File: config.mk
export PLATFORM = sky130hd
export DESIGN_NAME = id_stage
export DESIGN_NICKNAME = d
export VERILOG_FILES = /design/src/design/id_pkg.sv /design/src/design/inst_decoder.sv /design/src/design/regfile.sv /design/src/design/operand_bypass.sv /design/src/design/branch_unit.sv /design/src/design/id_stage.sv
export SDC_FILE = /design/constraint.sdc
export NUM_CORES = 2
export LEC_CHECK = 0
export BUFFER_PORTS_ARGS = -buffer_cell sky130_fd_sc_hd__buf_2
export CAP_MARGIN = 30
export CORE_MARGIN = 5
export CORE_UTILIZATION = 45
export CTS_BUF_LIST = sky130_fd_sc_hd__clkbuf_8
export DETAILED_ROUTE_END_ITERATION = 16
export PLACE_DENSITY = 0.63
export SLEW_MARGIN = 20
export SYNTH_ARGS = -nofsm -noshare
export SYNTH_HDL_FRONTEND = slang
export SYNTH_HIERARCHICAL = 1
export SYNTH_SLANG_ARGS = --single-unit
File: constraint.sdc
create_clock -name clk -period 9.6 [get_ports clk]
set_clock_uncertainty 0.2 [all_clocks]
set_input_delay 2.88 -clock clk [delete_from_list [all_inputs] [get_ports clk]]
set_output_delay 2.88 -clock clk [all_outputs]
set_load 0.01 [all_outputs]
File: src/design/id_pkg.sv
package id_pkg;

    localparam int xlen       = 32;
    localparam int reg_addr_w = 5;
    localparam int alu_op_w   = 12;

    // inst[31:26]
    localparam logic [5:0] op6_alu  = 6'h00;
    localparam logic [5:0] op6_mem  = 6'h0a;
    localparam logic [5:0] op6_jirl = 6'h13;
    localparam logic [5:0] op6_b    = 6'h14;
    localparam logic [5:0] op6_bl   = 6'h15;
    localparam logic [5:0] op6_beq  = 6'h16;
    localparam logic [5:0] op6_bne  = 6'h17;
    localparam logic [5:0] op6_blt  = 6'h18;
    localparam logic [5:0] op6_bge  = 6'h19;
    localparam logic [5:0] op6_bltu = 6'h1a;
    localparam logic [5:0] op6_bgeu = 6'h1b;

    // inst[31:25], 20-bit immediate forms
    localparam logic [6:0] op7_lu12i     = 7'h0a;
    localparam logic [6:0] op7_pcaddu12i = 7'h0e;

    // inst[25:22]
    localparam logic [3:0] op4_r3    = 4'h0;
    localparam logic [3:0] op4_shift = 4'h1;
    localparam logic [3:0] op4_ld_w  = 4'h2;
    localparam logic [3:0] op4_st_w  = 4'h6;
    localparam logic [3:0] op4_slti  = 4'h8;
    localparam logic [3:0] op4_sltui = 4'h9;
    localparam logic [3:0] op4_addi  = 4'ha;
    localparam logic [3:0] op4_andi  = 4'hd;
    localparam logic [3:0] op4_ori   = 4'he;
    localparam logic [3:0] op4_xori  = 4'hf;

    // inst[21:20]
    localparam logic [1:0] op2_shift = 2'h0;
    localparam logic [1:0] op2_r3    = 2'h1;

    // inst[19:15]
    localparam logic [4:0] op5_add  = 5'h00;
    localparam logic [4:0] op5_slli = 5'h01;
    localparam logic [4:0] op5_sub  = 5'h02;
    localparam logic [4:0] op5_slt  = 5'h04;
    localparam logic [4:0] op5_sltu = 5'h05;
    localparam logic [4:0] op5_nor  = 5'h08;
    localparam logic [4:0] op5_and  = 5'h09;
    localparam logic [4:0] op5_srli = 5'h09;
    localparam logic [4:0] op5_or   = 5'h0a;
    localparam logic [4:0] op5_xor  = 5'h0b;
    localparam logic [4:0] op5_sll  = 5'h0e;
    localparam logic [4:0] op5_srl  = 5'h0f;
    localparam logic [4:0] op5_sra  = 5'h10;
    localparam logic [4:0] op5_srai = 5'h11;

    typedef union packed {
        struct packed {
            logic [16:0] opcode;
            logic [4:0]  rk;
            logic [4:0]  rj;
            logic [4:0]  rd;
        } r3;
        struct packed {
            logic [9:0]  opcode;
            logic [11:0] imm12;
            logic [4:0]  rj;
            logic [4:0]  rd;
        } ri12;
        struct packed {
            logic [5:0]  opcode;
            logic [15:0] imm16;
            logic [4:0]  rj;
            logic [4:0]  rd;
        } ri16;
        struct packed {
            logic [6:0]  opcode;
            logic [19:0] imm20;
            logic [4:0]  rd;
        } ri20;
        struct packed {
            logic [5:0]  opcode;
            logic [15:0] offs_lo;
            logic [9:0]  offs_hi;
        } i26;
    } inst_t;

    // add sits in bit 0
    typedef struct packed {
        logic lui;
        logic sra;
        logic srl;
        logic sll;
        logic xor_;
        logic or_;
        logic nor_;
        logic and_;
        logic sltu;
        logic slt;
        logic sub;
        logic add;
    } alu_op_t;

    typedef struct packed {
        logic beq;
        logic bne;
        logic blt;
        logic bge;
        logic bltu;
        logic bgeu;
        logic jirl;
        logic b;
        logic bl;
    } br_kind_t;

    typedef struct packed {
        alu_op_t               alu_op;
        br_kind_t              br_kind;
        logic                  src1_is_pc;
        logic                  src2_is_imm;
        logic                  res_from_mem;
        logic                  mem_we;
        logic                  gr_we;
        logic                  reads_rj;
        logic                  reads_rkd;
        logic [reg_addr_w-1:0] dest;
        logic [xlen-1:0]       imm;
        logic [xlen-1:0]       offs;
    } id_ctrl_t;

    typedef struct packed {
        logic [xlen-1:0] pc;
        inst_t           inst;
    } fs_to_ds_t;

    typedef struct packed {
        alu_op_t               alu_op;
        logic                  src1_is_pc;
        logic [xlen-1:0]       pc;
        logic [xlen-1:0]       rj_value;
        logic                  src2_is_imm;
        logic [xlen-1:0]       imm;
        logic [xlen-1:0]       rkd_value;
        logic                  gr_we;
        logic [reg_addr_w-1:0] dest;
        logic                  res_from_mem;
        logic                  mem_we;
    } ds_to_es_t;

    typedef struct packed {
        logic                  valid;
        logic                  we;
        logic                  is_load;
        logic [reg_addr_w-1:0] addr;
        logic [xlen-1:0]       result;
    } fwd_src_t;

    typedef struct packed {
        logic                  valid;
        logic                  we;
        logic [reg_addr_w-1:0] addr;
        logic [xlen-1:0]       data;
    } rf_wr_t;

    typedef struct packed {
        logic            stall;
        logic            taken;
        logic [xlen-1:0] target;
    } br_bus_t;

endpackage

File: src/design/inst_decoder.sv
`timescale 1ns/1ps

module inst_decoder import id_pkg::*; (
    input  inst_t                 inst,
    output id_ctrl_t              ctrl,
    output logic [reg_addr_w-1:0] raddr1,
    output logic [reg_addr_w-1:0] raddr2
);

    logic [5:0]          op6;
    logic [3:0]          op4;
    logic [1:0]          op2;
    logic [4:0]          op5;
    logic                is_r3;
    logic                is_shift;
    logic                inst_add;
    logic                inst_sub;
    logic                inst_slt;
    logic                inst_sltu;
    logic                inst_nor;
    logic                inst_and;
    logic                inst_or;
    logic                inst_xor;
    logic                inst_sll;
    logic                inst_srl;
    logic                inst_sra;
    logic                inst_slli;
    logic                inst_srli;
    logic                inst_srai;
    logic                inst_addi;
    logic                inst_slti;
    logic                inst_sltui;
    logic                inst_andi;
    logic                inst_ori;
    logic                inst_xori;
    logic                inst_lu12i;
    logic                inst_pcaddu12i;
    logic                inst_ld_w;
    logic                inst_st_w;
    logic                br_con;
    logic                need_si20;
    logic                need_ui12;
    logic                src2_is_4;
    logic                src_reg_is_rd;
    logic [25:0]         offs26;
    logic [alu_op_w-1:0] alu_vec;

    assign op6 = inst.ri16.opcode;
    assign op4 = inst.ri12.opcode[3:0];
    assign op2 = inst.r3.opcode[6:5];
    assign op5 = inst.r3.opcode[4:0];

    assign is_r3    = (op6 == op6_alu) && (op4 == op4_r3) && (op2 == op2_r3);
    assign is_shift = (op6 == op6_alu) && (op4 == op4_shift) && (op2 == op2_shift);

    assign inst_add  = is_r3 && (op5 == op5_add);
    assign inst_sub  = is_r3 && (op5 == op5_sub);
    assign inst_slt  = is_r3 && (op5 == op5_slt);
    assign inst_sltu = is_r3 && (op5 == op5_sltu);
    assign inst_nor  = is_r3 && (op5 == op5_nor);
    assign inst_and  = is_r3 && (op5 == op5_and);
    assign inst_or   = is_r3 && (op5 == op5_or);
    assign inst_xor  = is_r3 && (op5 == op5_xor);
    assign inst_sll  = is_r3 && (op5 == op5_sll);
    assign inst_srl  = is_r3 && (op5 == op5_srl);
    assign inst_sra  = is_r3 && (op5 == op5_sra);
    assign inst_slli = is_shift && (op5 == op5_slli);
    assign inst_srli = is_shift && (op5 == op5_srli);
    assign inst_srai = is_shift && (op5 == op5_srai);

    assign inst_addi      = (op6 == op6_alu) && (op4 == op4_addi);
    assign inst_slti      = (op6 == op6_alu) && (op4 == op4_slti);
    assign inst_sltui     = (op6 == op6_alu) && (op4 == op4_sltui);
    assign inst_andi      = (op6 == op6_alu) && (op4 == op4_andi);
    assign inst_ori       = (op6 == op6_alu) && (op4 == op4_ori);
    assign inst_xori      = (op6 == op6_alu) && (op4 == op4_xori);
    assign inst_lu12i     = inst.ri20.opcode == op7_lu12i;
    assign inst_pcaddu12i = inst.ri20.opcode == op7_pcaddu12i;
    assign inst_ld_w      = (op6 == op6_mem) && (op4 == op4_ld_w);
    assign inst_st_w      = (op6 == op6_mem) && (op4 == op4_st_w);

    assign ctrl.br_kind.beq  = op6 == op6_beq;
    assign ctrl.br_kind.bne  = op6 == op6_bne;
    assign ctrl.br_kind.blt  = op6 == op6_blt;
    assign ctrl.br_kind.bge  = op6 == op6_bge;
    assign ctrl.br_kind.bltu = op6 == op6_bltu;
    assign ctrl.br_kind.bgeu = op6 == op6_bgeu;
    assign ctrl.br_kind.jirl = op6 == op6_jirl;
    assign ctrl.br_kind.b    = op6 == op6_b;
    assign ctrl.br_kind.bl   = op6 == op6_bl;

    assign br_con = ctrl.br_kind.beq | ctrl.br_kind.bne | ctrl.br_kind.blt
                  | ctrl.br_kind.bge | ctrl.br_kind.bltu | ctrl.br_kind.bgeu;

    // msb first: lui sra srl sll xor or nor and sltu slt sub add
    assign alu_vec = {
        inst_lu12i,
        inst_sra | inst_srai,
        inst_srl | inst_srli,
        inst_sll | inst_slli,
        inst_xor | inst_xori,
        inst_or | inst_ori,
        inst_nor,
        inst_and | inst_andi,
        inst_sltu | inst_sltui,
        inst_slt | inst_slti,
        inst_sub,
        inst_add | inst_addi | inst_ld_w | inst_st_w | ctrl.br_kind.jirl
            | ctrl.br_kind.bl | inst_pcaddu12i
    };
    assign ctrl.alu_op = alu_op_t'(alu_vec);

    assign need_si20 = inst_lu12i | inst_pcaddu12i;
    assign need_ui12 = inst_andi | inst_ori | inst_xori;
    // link value for jirl and bl is pc + 4
    assign src2_is_4 = ctrl.br_kind.jirl | ctrl.br_kind.bl;

    // shift amount sits in imm12[4:0], the sign-extended form covers it
    assign ctrl.imm = src2_is_4 ? 32'd4 :
                      need_si20 ? {inst.ri20.imm20, 12'b0} :
                      need_ui12 ? {20'b0, inst.ri12.imm12} :
                      {{20{inst.ri12.imm12[11]}}, inst.ri12.imm12};

    assign offs26    = {inst.i26.offs_hi, inst.i26.offs_lo};
    assign ctrl.offs = (ctrl.br_kind.b | ctrl.br_kind.bl) ?
                       {{4{offs26[25]}}, offs26, 2'b0} :
                       {{14{inst.ri16.imm16[15]}}, inst.ri16.imm16, 2'b0};

    assign src_reg_is_rd = br_con | inst_st_w;
    assign raddr1        = inst.r3.rj;
    assign raddr2        = src_reg_is_rd ? inst.r3.rd : inst.r3.rk;

    assign ctrl.dest         = ctrl.br_kind.bl ? 5'd1 : inst.r3.rd;
    assign ctrl.gr_we        = ~inst_st_w & ~ctrl.br_kind.b & ~br_con;
    assign ctrl.src1_is_pc   = ctrl.br_kind.jirl | ctrl.br_kind.bl | inst_pcaddu12i;
    assign ctrl.src2_is_imm  = inst_slli | inst_srli | inst_srai | inst_addi | inst_slti
                             | inst_sltui | inst_andi | inst_ori | inst_xori | inst_ld_w
                             | inst_st_w | need_si20 | src2_is_4;
    assign ctrl.res_from_mem = inst_ld_w;
    assign ctrl.mem_we       = inst_st_w;

    assign ctrl.reads_rj  = ~(ctrl.br_kind.b | ctrl.br_kind.bl | need_si20);
    assign ctrl.reads_rkd = src_reg_is_rd | inst_add | inst_sub | inst_slt | inst_sltu
                          | inst_nor | inst_and | inst_or | inst_xor | inst_sll
                          | inst_srl | inst_sra;

endmodule

File: src/design/regfile.sv
`timescale 1ns/1ps

module regfile import id_pkg::*; (
    input  logic                  clk,
    input  rf_wr_t                wr,
    input  logic [reg_addr_w-1:0] raddr1,
    input  logic [reg_addr_w-1:0] raddr2,
    output logic [xlen-1:0]       rdata1,
    output logic [xlen-1:0]       rdata2
);

    // r0 has no storage
    logic [xlen-1:0] regs [31:1];

    always_ff @(posedge clk) begin
        if (wr.valid && wr.we && (wr.addr != '0)) begin
            regs[wr.addr] <= wr.data;
        end
    end

    assign rdata1 = (raddr1 == '0) ? '0 : regs[raddr1];
    assign rdata2 = (raddr2 == '0) ? '0 : regs[raddr2];

endmodule

File: src/design/operand_bypass.sv
`timescale 1ns/1ps

module operand_bypass import id_pkg::*; (
    input  logic [reg_addr_w-1:0] raddr1,
    input  logic [reg_addr_w-1:0] raddr2,
    input  logic                  reads_rj,
    input  logic                  reads_rkd,
    input  logic [xlen-1:0]       rdata1,
    input  logic [xlen-1:0]       rdata2,
    input  fwd_src_t              es_fwd,
    input  fwd_src_t              ms_fwd,
    input  rf_wr_t                ws_wr,
    output logic [xlen-1:0]       rj_value,
    output logic [xlen-1:0]       rkd_value,
    output logic                  stall
);

    logic load_hit1;
    logic load_hit2;

    // newest producer wins, execute loads have no data yet
    function automatic logic [xlen-1:0] pick(
        input logic [reg_addr_w-1:0] addr,
        input logic [xlen-1:0]       rf_data,
        input fwd_src_t              es,
        input fwd_src_t              ms,
        input rf_wr_t                ws
    );
        logic [xlen-1:0] value;
        if (addr == '0)
            value = '0;
        else if (es.valid && es.we && !es.is_load && (es.addr == addr))
            value = es.result;
        else if (ms.valid && ms.we && (ms.addr == addr))
            value = ms.result;
        else if (ws.valid && ws.we && (ws.addr == addr))
            value = ws.data;
        else
            value = rf_data;
        return value;
    endfunction

    assign rj_value  = pick(raddr1, rdata1, es_fwd, ms_fwd, ws_wr);
    assign rkd_value = pick(raddr2, rdata2, es_fwd, ms_fwd, ws_wr);

    assign load_hit1 = reads_rj && (raddr1 != '0) && (raddr1 == es_fwd.addr);
    assign load_hit2 = reads_rkd && (raddr2 != '0) && (raddr2 == es_fwd.addr);
    assign stall     = es_fwd.valid && es_fwd.is_load && (load_hit1 || load_hit2);

endmodule

File: src/design/branch_unit.sv
`timescale 1ns/1ps

module branch_unit import id_pkg::*; (
    input  logic            ds_valid,
    input  logic            stall,
    input  br_kind_t        br_kind,
    input  logic [xlen-1:0] pc,
    input  logic [xlen-1:0] rj_value,
    input  logic [xlen-1:0] rkd_value,
    input  logic [xlen-1:0] offs,
    output br_bus_t         br
);

    logic br_con;
    logic eq;
    logic ge_s;
    logic ge_u;
    logic cond_met;

    assign br_con = br_kind.beq | br_kind.bne | br_kind.blt
                  | br_kind.bge | br_kind.bltu | br_kind.bgeu;

    assign eq   = rj_value == rkd_value;
    assign ge_s = $signed(rj_value) >= $signed(rkd_value);
    assign ge_u = rj_value >= rkd_value;

    assign cond_met = (br_kind.beq & eq) | (br_kind.bne & ~eq)
                    | (br_kind.bge & ge_s) | (br_kind.blt & ~ge_s)
                    | (br_kind.bgeu & ge_u) | (br_kind.bltu & ~ge_u);

    // operands are stale while stalled
    assign br.taken  = (cond_met | br_kind.jirl | br_kind.b | br_kind.bl) & ds_valid & ~stall;
    assign br.target = br_kind.jirl ? (rj_value + offs) : (pc + offs);
    assign br.stall  = ds_valid & stall & br_con;

endmodule

File: src/design/id_stage.sv
`timescale 1ns/1ps

module id_stage import id_pkg::*; (
    input  logic      clk,
    input  logic      reset,
    input  logic      flush,
    input  logic      fs_to_ds_valid,
    input  fs_to_ds_t fs_to_ds,
    output logic      ds_allowin,
    input  logic      es_allowin,
    output logic      ds_to_es_valid,
    output ds_to_es_t ds_to_es,
    input  fwd_src_t  es_fwd,
    input  fwd_src_t  ms_fwd,
    input  rf_wr_t    ws_wr,
    output br_bus_t   br_bus
);

    logic                  ds_valid;
    fs_to_ds_t             fs_to_ds_r;
    id_ctrl_t              ctrl;
    logic [reg_addr_w-1:0] raddr1;
    logic [reg_addr_w-1:0] raddr2;
    logic [xlen-1:0]       rdata1;
    logic [xlen-1:0]       rdata2;
    logic [xlen-1:0]       rj_value;
    logic [xlen-1:0]       rkd_value;
    logic                  stall;

    assign ds_allowin     = !ds_valid || flush || (!stall && es_allowin);
    assign ds_to_es_valid = ds_valid && !stall;

    always_ff @(posedge clk) begin
        if (reset) begin
            ds_valid <= 1'b0;
        end else if (flush) begin
            ds_valid <= 1'b0;
        end else if (ds_allowin) begin
            ds_valid <= fs_to_ds_valid;
        end
    end

    always_ff @(posedge clk) begin
        if (fs_to_ds_valid && ds_allowin) begin
            fs_to_ds_r <= fs_to_ds;
        end
    end

    inst_decoder u_decoder (
        .inst   (fs_to_ds_r.inst),
        .ctrl   (ctrl),
        .raddr1 (raddr1),
        .raddr2 (raddr2)
    );

    regfile u_regfile (
        .clk    (clk),
        .wr     (ws_wr),
        .raddr1 (raddr1),
        .raddr2 (raddr2),
        .rdata1 (rdata1),
        .rdata2 (rdata2)
    );

    operand_bypass u_bypass (
        .raddr1    (raddr1),
        .raddr2    (raddr2),
        .reads_rj  (ctrl.reads_rj),
        .reads_rkd (ctrl.reads_rkd),
        .rdata1    (rdata1),
        .rdata2    (rdata2),
        .es_fwd    (es_fwd),
        .ms_fwd    (ms_fwd),
        .ws_wr     (ws_wr),
        .rj_value  (rj_value),
        .rkd_value (rkd_value),
        .stall     (stall)
    );

    branch_unit u_branch (
        .ds_valid  (ds_valid),
        .stall     (stall),
        .br_kind   (ctrl.br_kind),
        .pc        (fs_to_ds_r.pc),
        .rj_value  (rj_value),
        .rkd_value (rkd_value),
        .offs      (ctrl.offs),
        .br        (br_bus)
    );

    always_comb begin
        ds_to_es.alu_op       = ctrl.alu_op;
        ds_to_es.src1_is_pc   = ctrl.src1_is_pc;
        ds_to_es.pc           = fs_to_ds_r.pc;
        ds_to_es.rj_value     = rj_value;
        ds_to_es.src2_is_imm  = ctrl.src2_is_imm;
        ds_to_es.imm          = ctrl.imm;
        ds_to_es.rkd_value    = rkd_value;
        ds_to_es.gr_we        = ctrl.gr_we;
        ds_to_es.dest         = ctrl.dest;
        ds_to_es.res_from_mem = ctrl.res_from_mem;
        ds_to_es.mem_we       = ctrl.mem_we;
    end

endmodule

==> out/qor.csv <==
stage,metric,value,unit
global_routing,initial antenna violation count,24,
pwr,sequential share of power,46.6,%
setup_path,crit path cell chain,"buf_6, xor2_2, nor4_4, nand4_4, buf_12, buf_8, mux2i_4, a221oi_4, mux2_4, ha_4, nand4_1, buf_4, or4_4, a21o_4, nand4_4, a311oi_4, o31ai_2, a21oi_2, xnor2_1, buf_2",
placed_design,HPWL after DPL,139,mm
route,DR vias,40233,
die,FP Rows,129,
setup_path,Worst path top cell family by delay,simple AND/OR/NAND/NOR gates,
route,Highest Signal Layer,met5,
clock_network,CTS root buffer,clkbuf_8,
sta,final hold vios,0,
synth,ys flop type,edfxtp_1,
setup_path,Crit. End Element,primary output,
setup_path,Worst EP arrival,7.06,ns
global_routing,first-pass GRT wire length,285,mm
synth,post-synthesis register bit count,1057,
die,Die Span Y,363,µm
sta,Max-slew headroom,33.0,%
synth,Mapped Area,56100,µm²
status,failing checks,negative setup slack,
sta,count of final setup violators,22,
synth,ys async rst share,0,%
clock_network,Num CTS Buffers,179,
pwr,clock power share,34.2,%
sta,RSZ-0062 raised after global routing,yes,
sta,"Slew Viols, Final",0,
global_routing,Total GRT Usage,30.1,%
synth,register area share after synthesis,56.6,%
worst_hold_path,Hold Path Class,reg -> reg,
final_layout,share of cells above drive strength 1,37.4,%
pwr,VDD IR max,0.109,mV
final_layout,final net count,4725,
route,wire length on met1,77.1,mm
placed_design,DP Worst Slack,-0.722,ns
setup_path,Reg2Reg Setup Slack,3.79,ns
setup_path,WS Path Type,in -> out,
setup_path,worst r2r dst,ds_to_es[127],
setup_path,CP peak stage delay,0.41,ns
setup_path,CP Max Fanout,7,
clock_network,CTS max path bufs,3,
final_layout,Area growth syn-to-layout,18.9,%
synth,Syn Inst Count,3777,
sta,Final Cycle Share,106,%
setup_path,WP data required,6.52,ns
synth,synth warn,6,
pwr,Net Sw Frac,28.4,%
global_routing,largest net degree at the start of global routing,78,
clock_network,Hold Buf Count CTS,0,
clock_network,worst-skew pair later-pin latency,0.93,ns
global_routing,vias in the first global route,39980,
setup_path,"Top cell by count, worst path",nand4_4,
placed_design,Port Buffers,372,
synth,Post-synth EDFFs,1056,
route,Met3 Wirelength,22.6,mm
final_layout,fillers,10183,
setup_path,Crit path depth,20,
sta,Fmax achieved,0.0986,GHz
placed_design,routability-driven placement congestion ratio,0.949,
die,core area,124000,µm²
sta,Slew @ Worst Pin,1.01,ns
setup_path,CP bufs+invs,5,
synth,"Distinct cells, synth",93,
route,Pre-antenna DRT Iters,5,
route,Iteration-0 DRC Markers,4619,
pwr,PwrDens,166,nW/µm²
setup_path,Setup crit end,br_bus[30],
clock_network,clk sinks,1057,
clock_network,H-tree depth,4,
pwr,standby leakage power,24.5,nW
route,met2 WL,94.8,mm
status,status,"finished, violations left",
die,die area,132000,µm²
setup_path,Startpoint Class,primary input,
setup_path,R2R depth,16,
route,Final ANT Viol Nets,0,
die,Initial Utilization,45.3,%
synth,syn_area_per_cell,14.9,µm²
setup_path,crit path launch,ws_wr[34],
sta,Setup WS post-layout,-0.542,ns
route,Routed wire per std cell,32.7,µm
pwr,Comb pwr share,19.2,%
sta,minimum clock period,10.14,ns
route,final WL,205,mm
route,routed vias/inst,6.42,
pwr,sw power,3.15,mW
job,Max Cap Viol,0,
setup_path,CP max stage cell,or4_4,
global_routing,GRT overflow,0,
setup_path,worst r2r src,fs_to_ds_r[26],
clock_network,"Clk pin slew, worst setup/hold paths",0.06,ns
route,DRC errors left,0,
die,Die Wd,363,µm
die,num ports,374,
clock_network,CTS tree,done,
pwr,internal power,7.93,mW
final_layout,fin util,53.9,%
metal layers:
metal / GRT usage (%) / vias to the layer above
met5: 0 / -
met4: 14.0 / 12
met3: 8.72 / 524
met2: 48.2 / 2538
met1: 37.9 / 20362
li1: - / 16797
logic make-up (layout without fill, tap and decap cells):
logic type,after synthesis,count (layout),share of synthesized area [%]
fa+ha+maj,64,64,1.44
mux,884,884,21.2
simple gates,456,456,4.17
flops,1057,1057,56.6
compound gates,823,823,11.4
buf+inv,438,1273,4.36
other cells,1,15,0.00668
xor+xnor,54,54,0.843
worst min path at each step:
stage,from,endpoint,slack [ns],cells after the start
after global placement,ds_valid,ds_valid,0.45,2
after global routing,ds_valid,ds_valid,0.51,2
final,ds_valid,ds_valid,0.49,2
after detailed placement,ds_valid,ds_valid,0.46,2
after CTS,ds_valid,ds_valid,0.47,2
after floorplan,ds_valid,ds_valid,0.35,2
worst register-to-register path, stage by stage (launching register included):
cell	delay, ns
edfxtp_1	0.44
nand2b_2	0.26
nor4_1	0.31
o21a_2	0.26
buf_4	0.17
mux2_8	0.45
buf_4	0.25
buf_12	0.21
nor3_1	0.25
nand2_1	0.51
buf_4	0.39
nand2_1	0.07
o22ai_1	0.13
and3_1	0.30
nand2b_1	0.23
a31oi_4	0.21
buf_4	0.72
cell usage in the layout (no fill, tap or decap), drive strengths merged, types with 11 or more instances in the layout:
cell type / n
a22oi: 68
o22ai: 66
and2: 11
a21oi: 134
o21ai: 69
a31oi: 35
and3: 16
nand2: 103
edfxtp: 1056
a211oi: 39
a22o: 93
clkinv: 67
mux4: 226
inv: 153
nand2b: 19
nor3: 64
xor2: 25
clkbuf: 180
a21o: 28
o221ai: 15
buf: 865
nand3: 19
nand4: 20
nor2: 130
a221oi: 131
o211ai: 36
o31ai: 72
ha: 63
nor4: 12
diode: 13
mux2i: 463
xnor2: 29
mux2: 195
nor2b: 17
synthesized netlist by cell type, types with 11 or more instances:
cell type     n  area share (%)
edfxtp_1   1056              57
mux2i_1     463             8.3
mux4_2      226             9.1
mux2_2      195             3.9
a21oi_1     132             1.2
nor2_1      128            0.86
clkbuf_1    113            0.76
nand2_1     103            0.69
buf_4       102             1.4
a22o_1       93             1.5
inv_1        87            0.58
buf_2        86            0.77
o31ai_1      71            0.95
a221oi_1     68             1.1
a22oi_1      68            0.91
o22ai_1      66            0.74
a221oi_2     63             1.7
ha_1         63             1.4
nor3_1       61            0.54
buf_6        41            0.82
a211oi_1     37            0.50
a31oi_1      35            0.39
o211ai_1     35            0.47
o21ai_1      35            0.31
o21ai_0      34            0.30
xnor2_1      29            0.45
a21o_1       28            0.37
xor2_1       25            0.39
nand2b_1     19            0.21
nand3_1      17            0.15
nor2b_1      17            0.19
nand4_1      16            0.18
and3_1       15            0.17
o221ai_1     15            0.23
and2_1       11            0.12
power groups by stage:
stage | Sequential, mW | Clock (mW) | Combinational, mW
finish | 5.17 | 3.79 | 2.13
global placement | 5.26 | 0 | 1.97
detailed placement | 5.26 | 0 | 1.99
floorplan | 5.24 | 0 | 1.08
CTS | 5.17 | 3.86 | 2.05
global route | 5.17 | 4.08 | 2.23
through the flow:
| stage | hold slack [ns] | power, mW | area, µm² | setup TNS [ns] | instances |
|---|---|---|---|---|---|
| floorplan | 0.354 | 6.32 | 56100 | 0 | 3778 |
| global placement | 0.449 | 7.23 | 62100 | -9.70 | 5893 |
| detailed placement | 0.461 | 7.25 | 62200 | -10.55 | 5895 |
| CTS | 0.469 | 11.1 | 66200 | -6.65 | 6233 |
| global route | 0.510 | 11.5 | 66700 | -9.89 | 6258 |
| finish | 0.489 | 11.1 | 66700 | -6.68 | 6263 |
area by class of cell:
cell class | instances | area [µm²] | share of cell area (%)
flip-flops and latches | 1057 | 31700 | 47.6
multi-input cells | 2283 | 23100 | 34.7
repair buffers | 865 | 6150 | 9.23
clock buffers | 180 | 2480 | 3.71
well taps | 1637 | 2050 | 3.07
clock inverters | 141 | 811 | 1.22
inverters | 87 | 327 | 0.490
diodes | 13 | 32.5 | 0.0488
state kept, by name, indices dropped and copies added, names as in the netlist:
| name | cells |
|---|---|
| ds_to_es | 32 |
| ds_valid | 1 |
| fs_to_ds_r | 32 |
| u_regfile/regs | 992 |
what timing repair did:
action,CTS,global route
endpoints found under the setup margin,24,25
buffers inserted,18,17
cloned,1,0
gates resized for setup,99,58
pin swaps,35,44
Power figures use the tool's default switching activity.
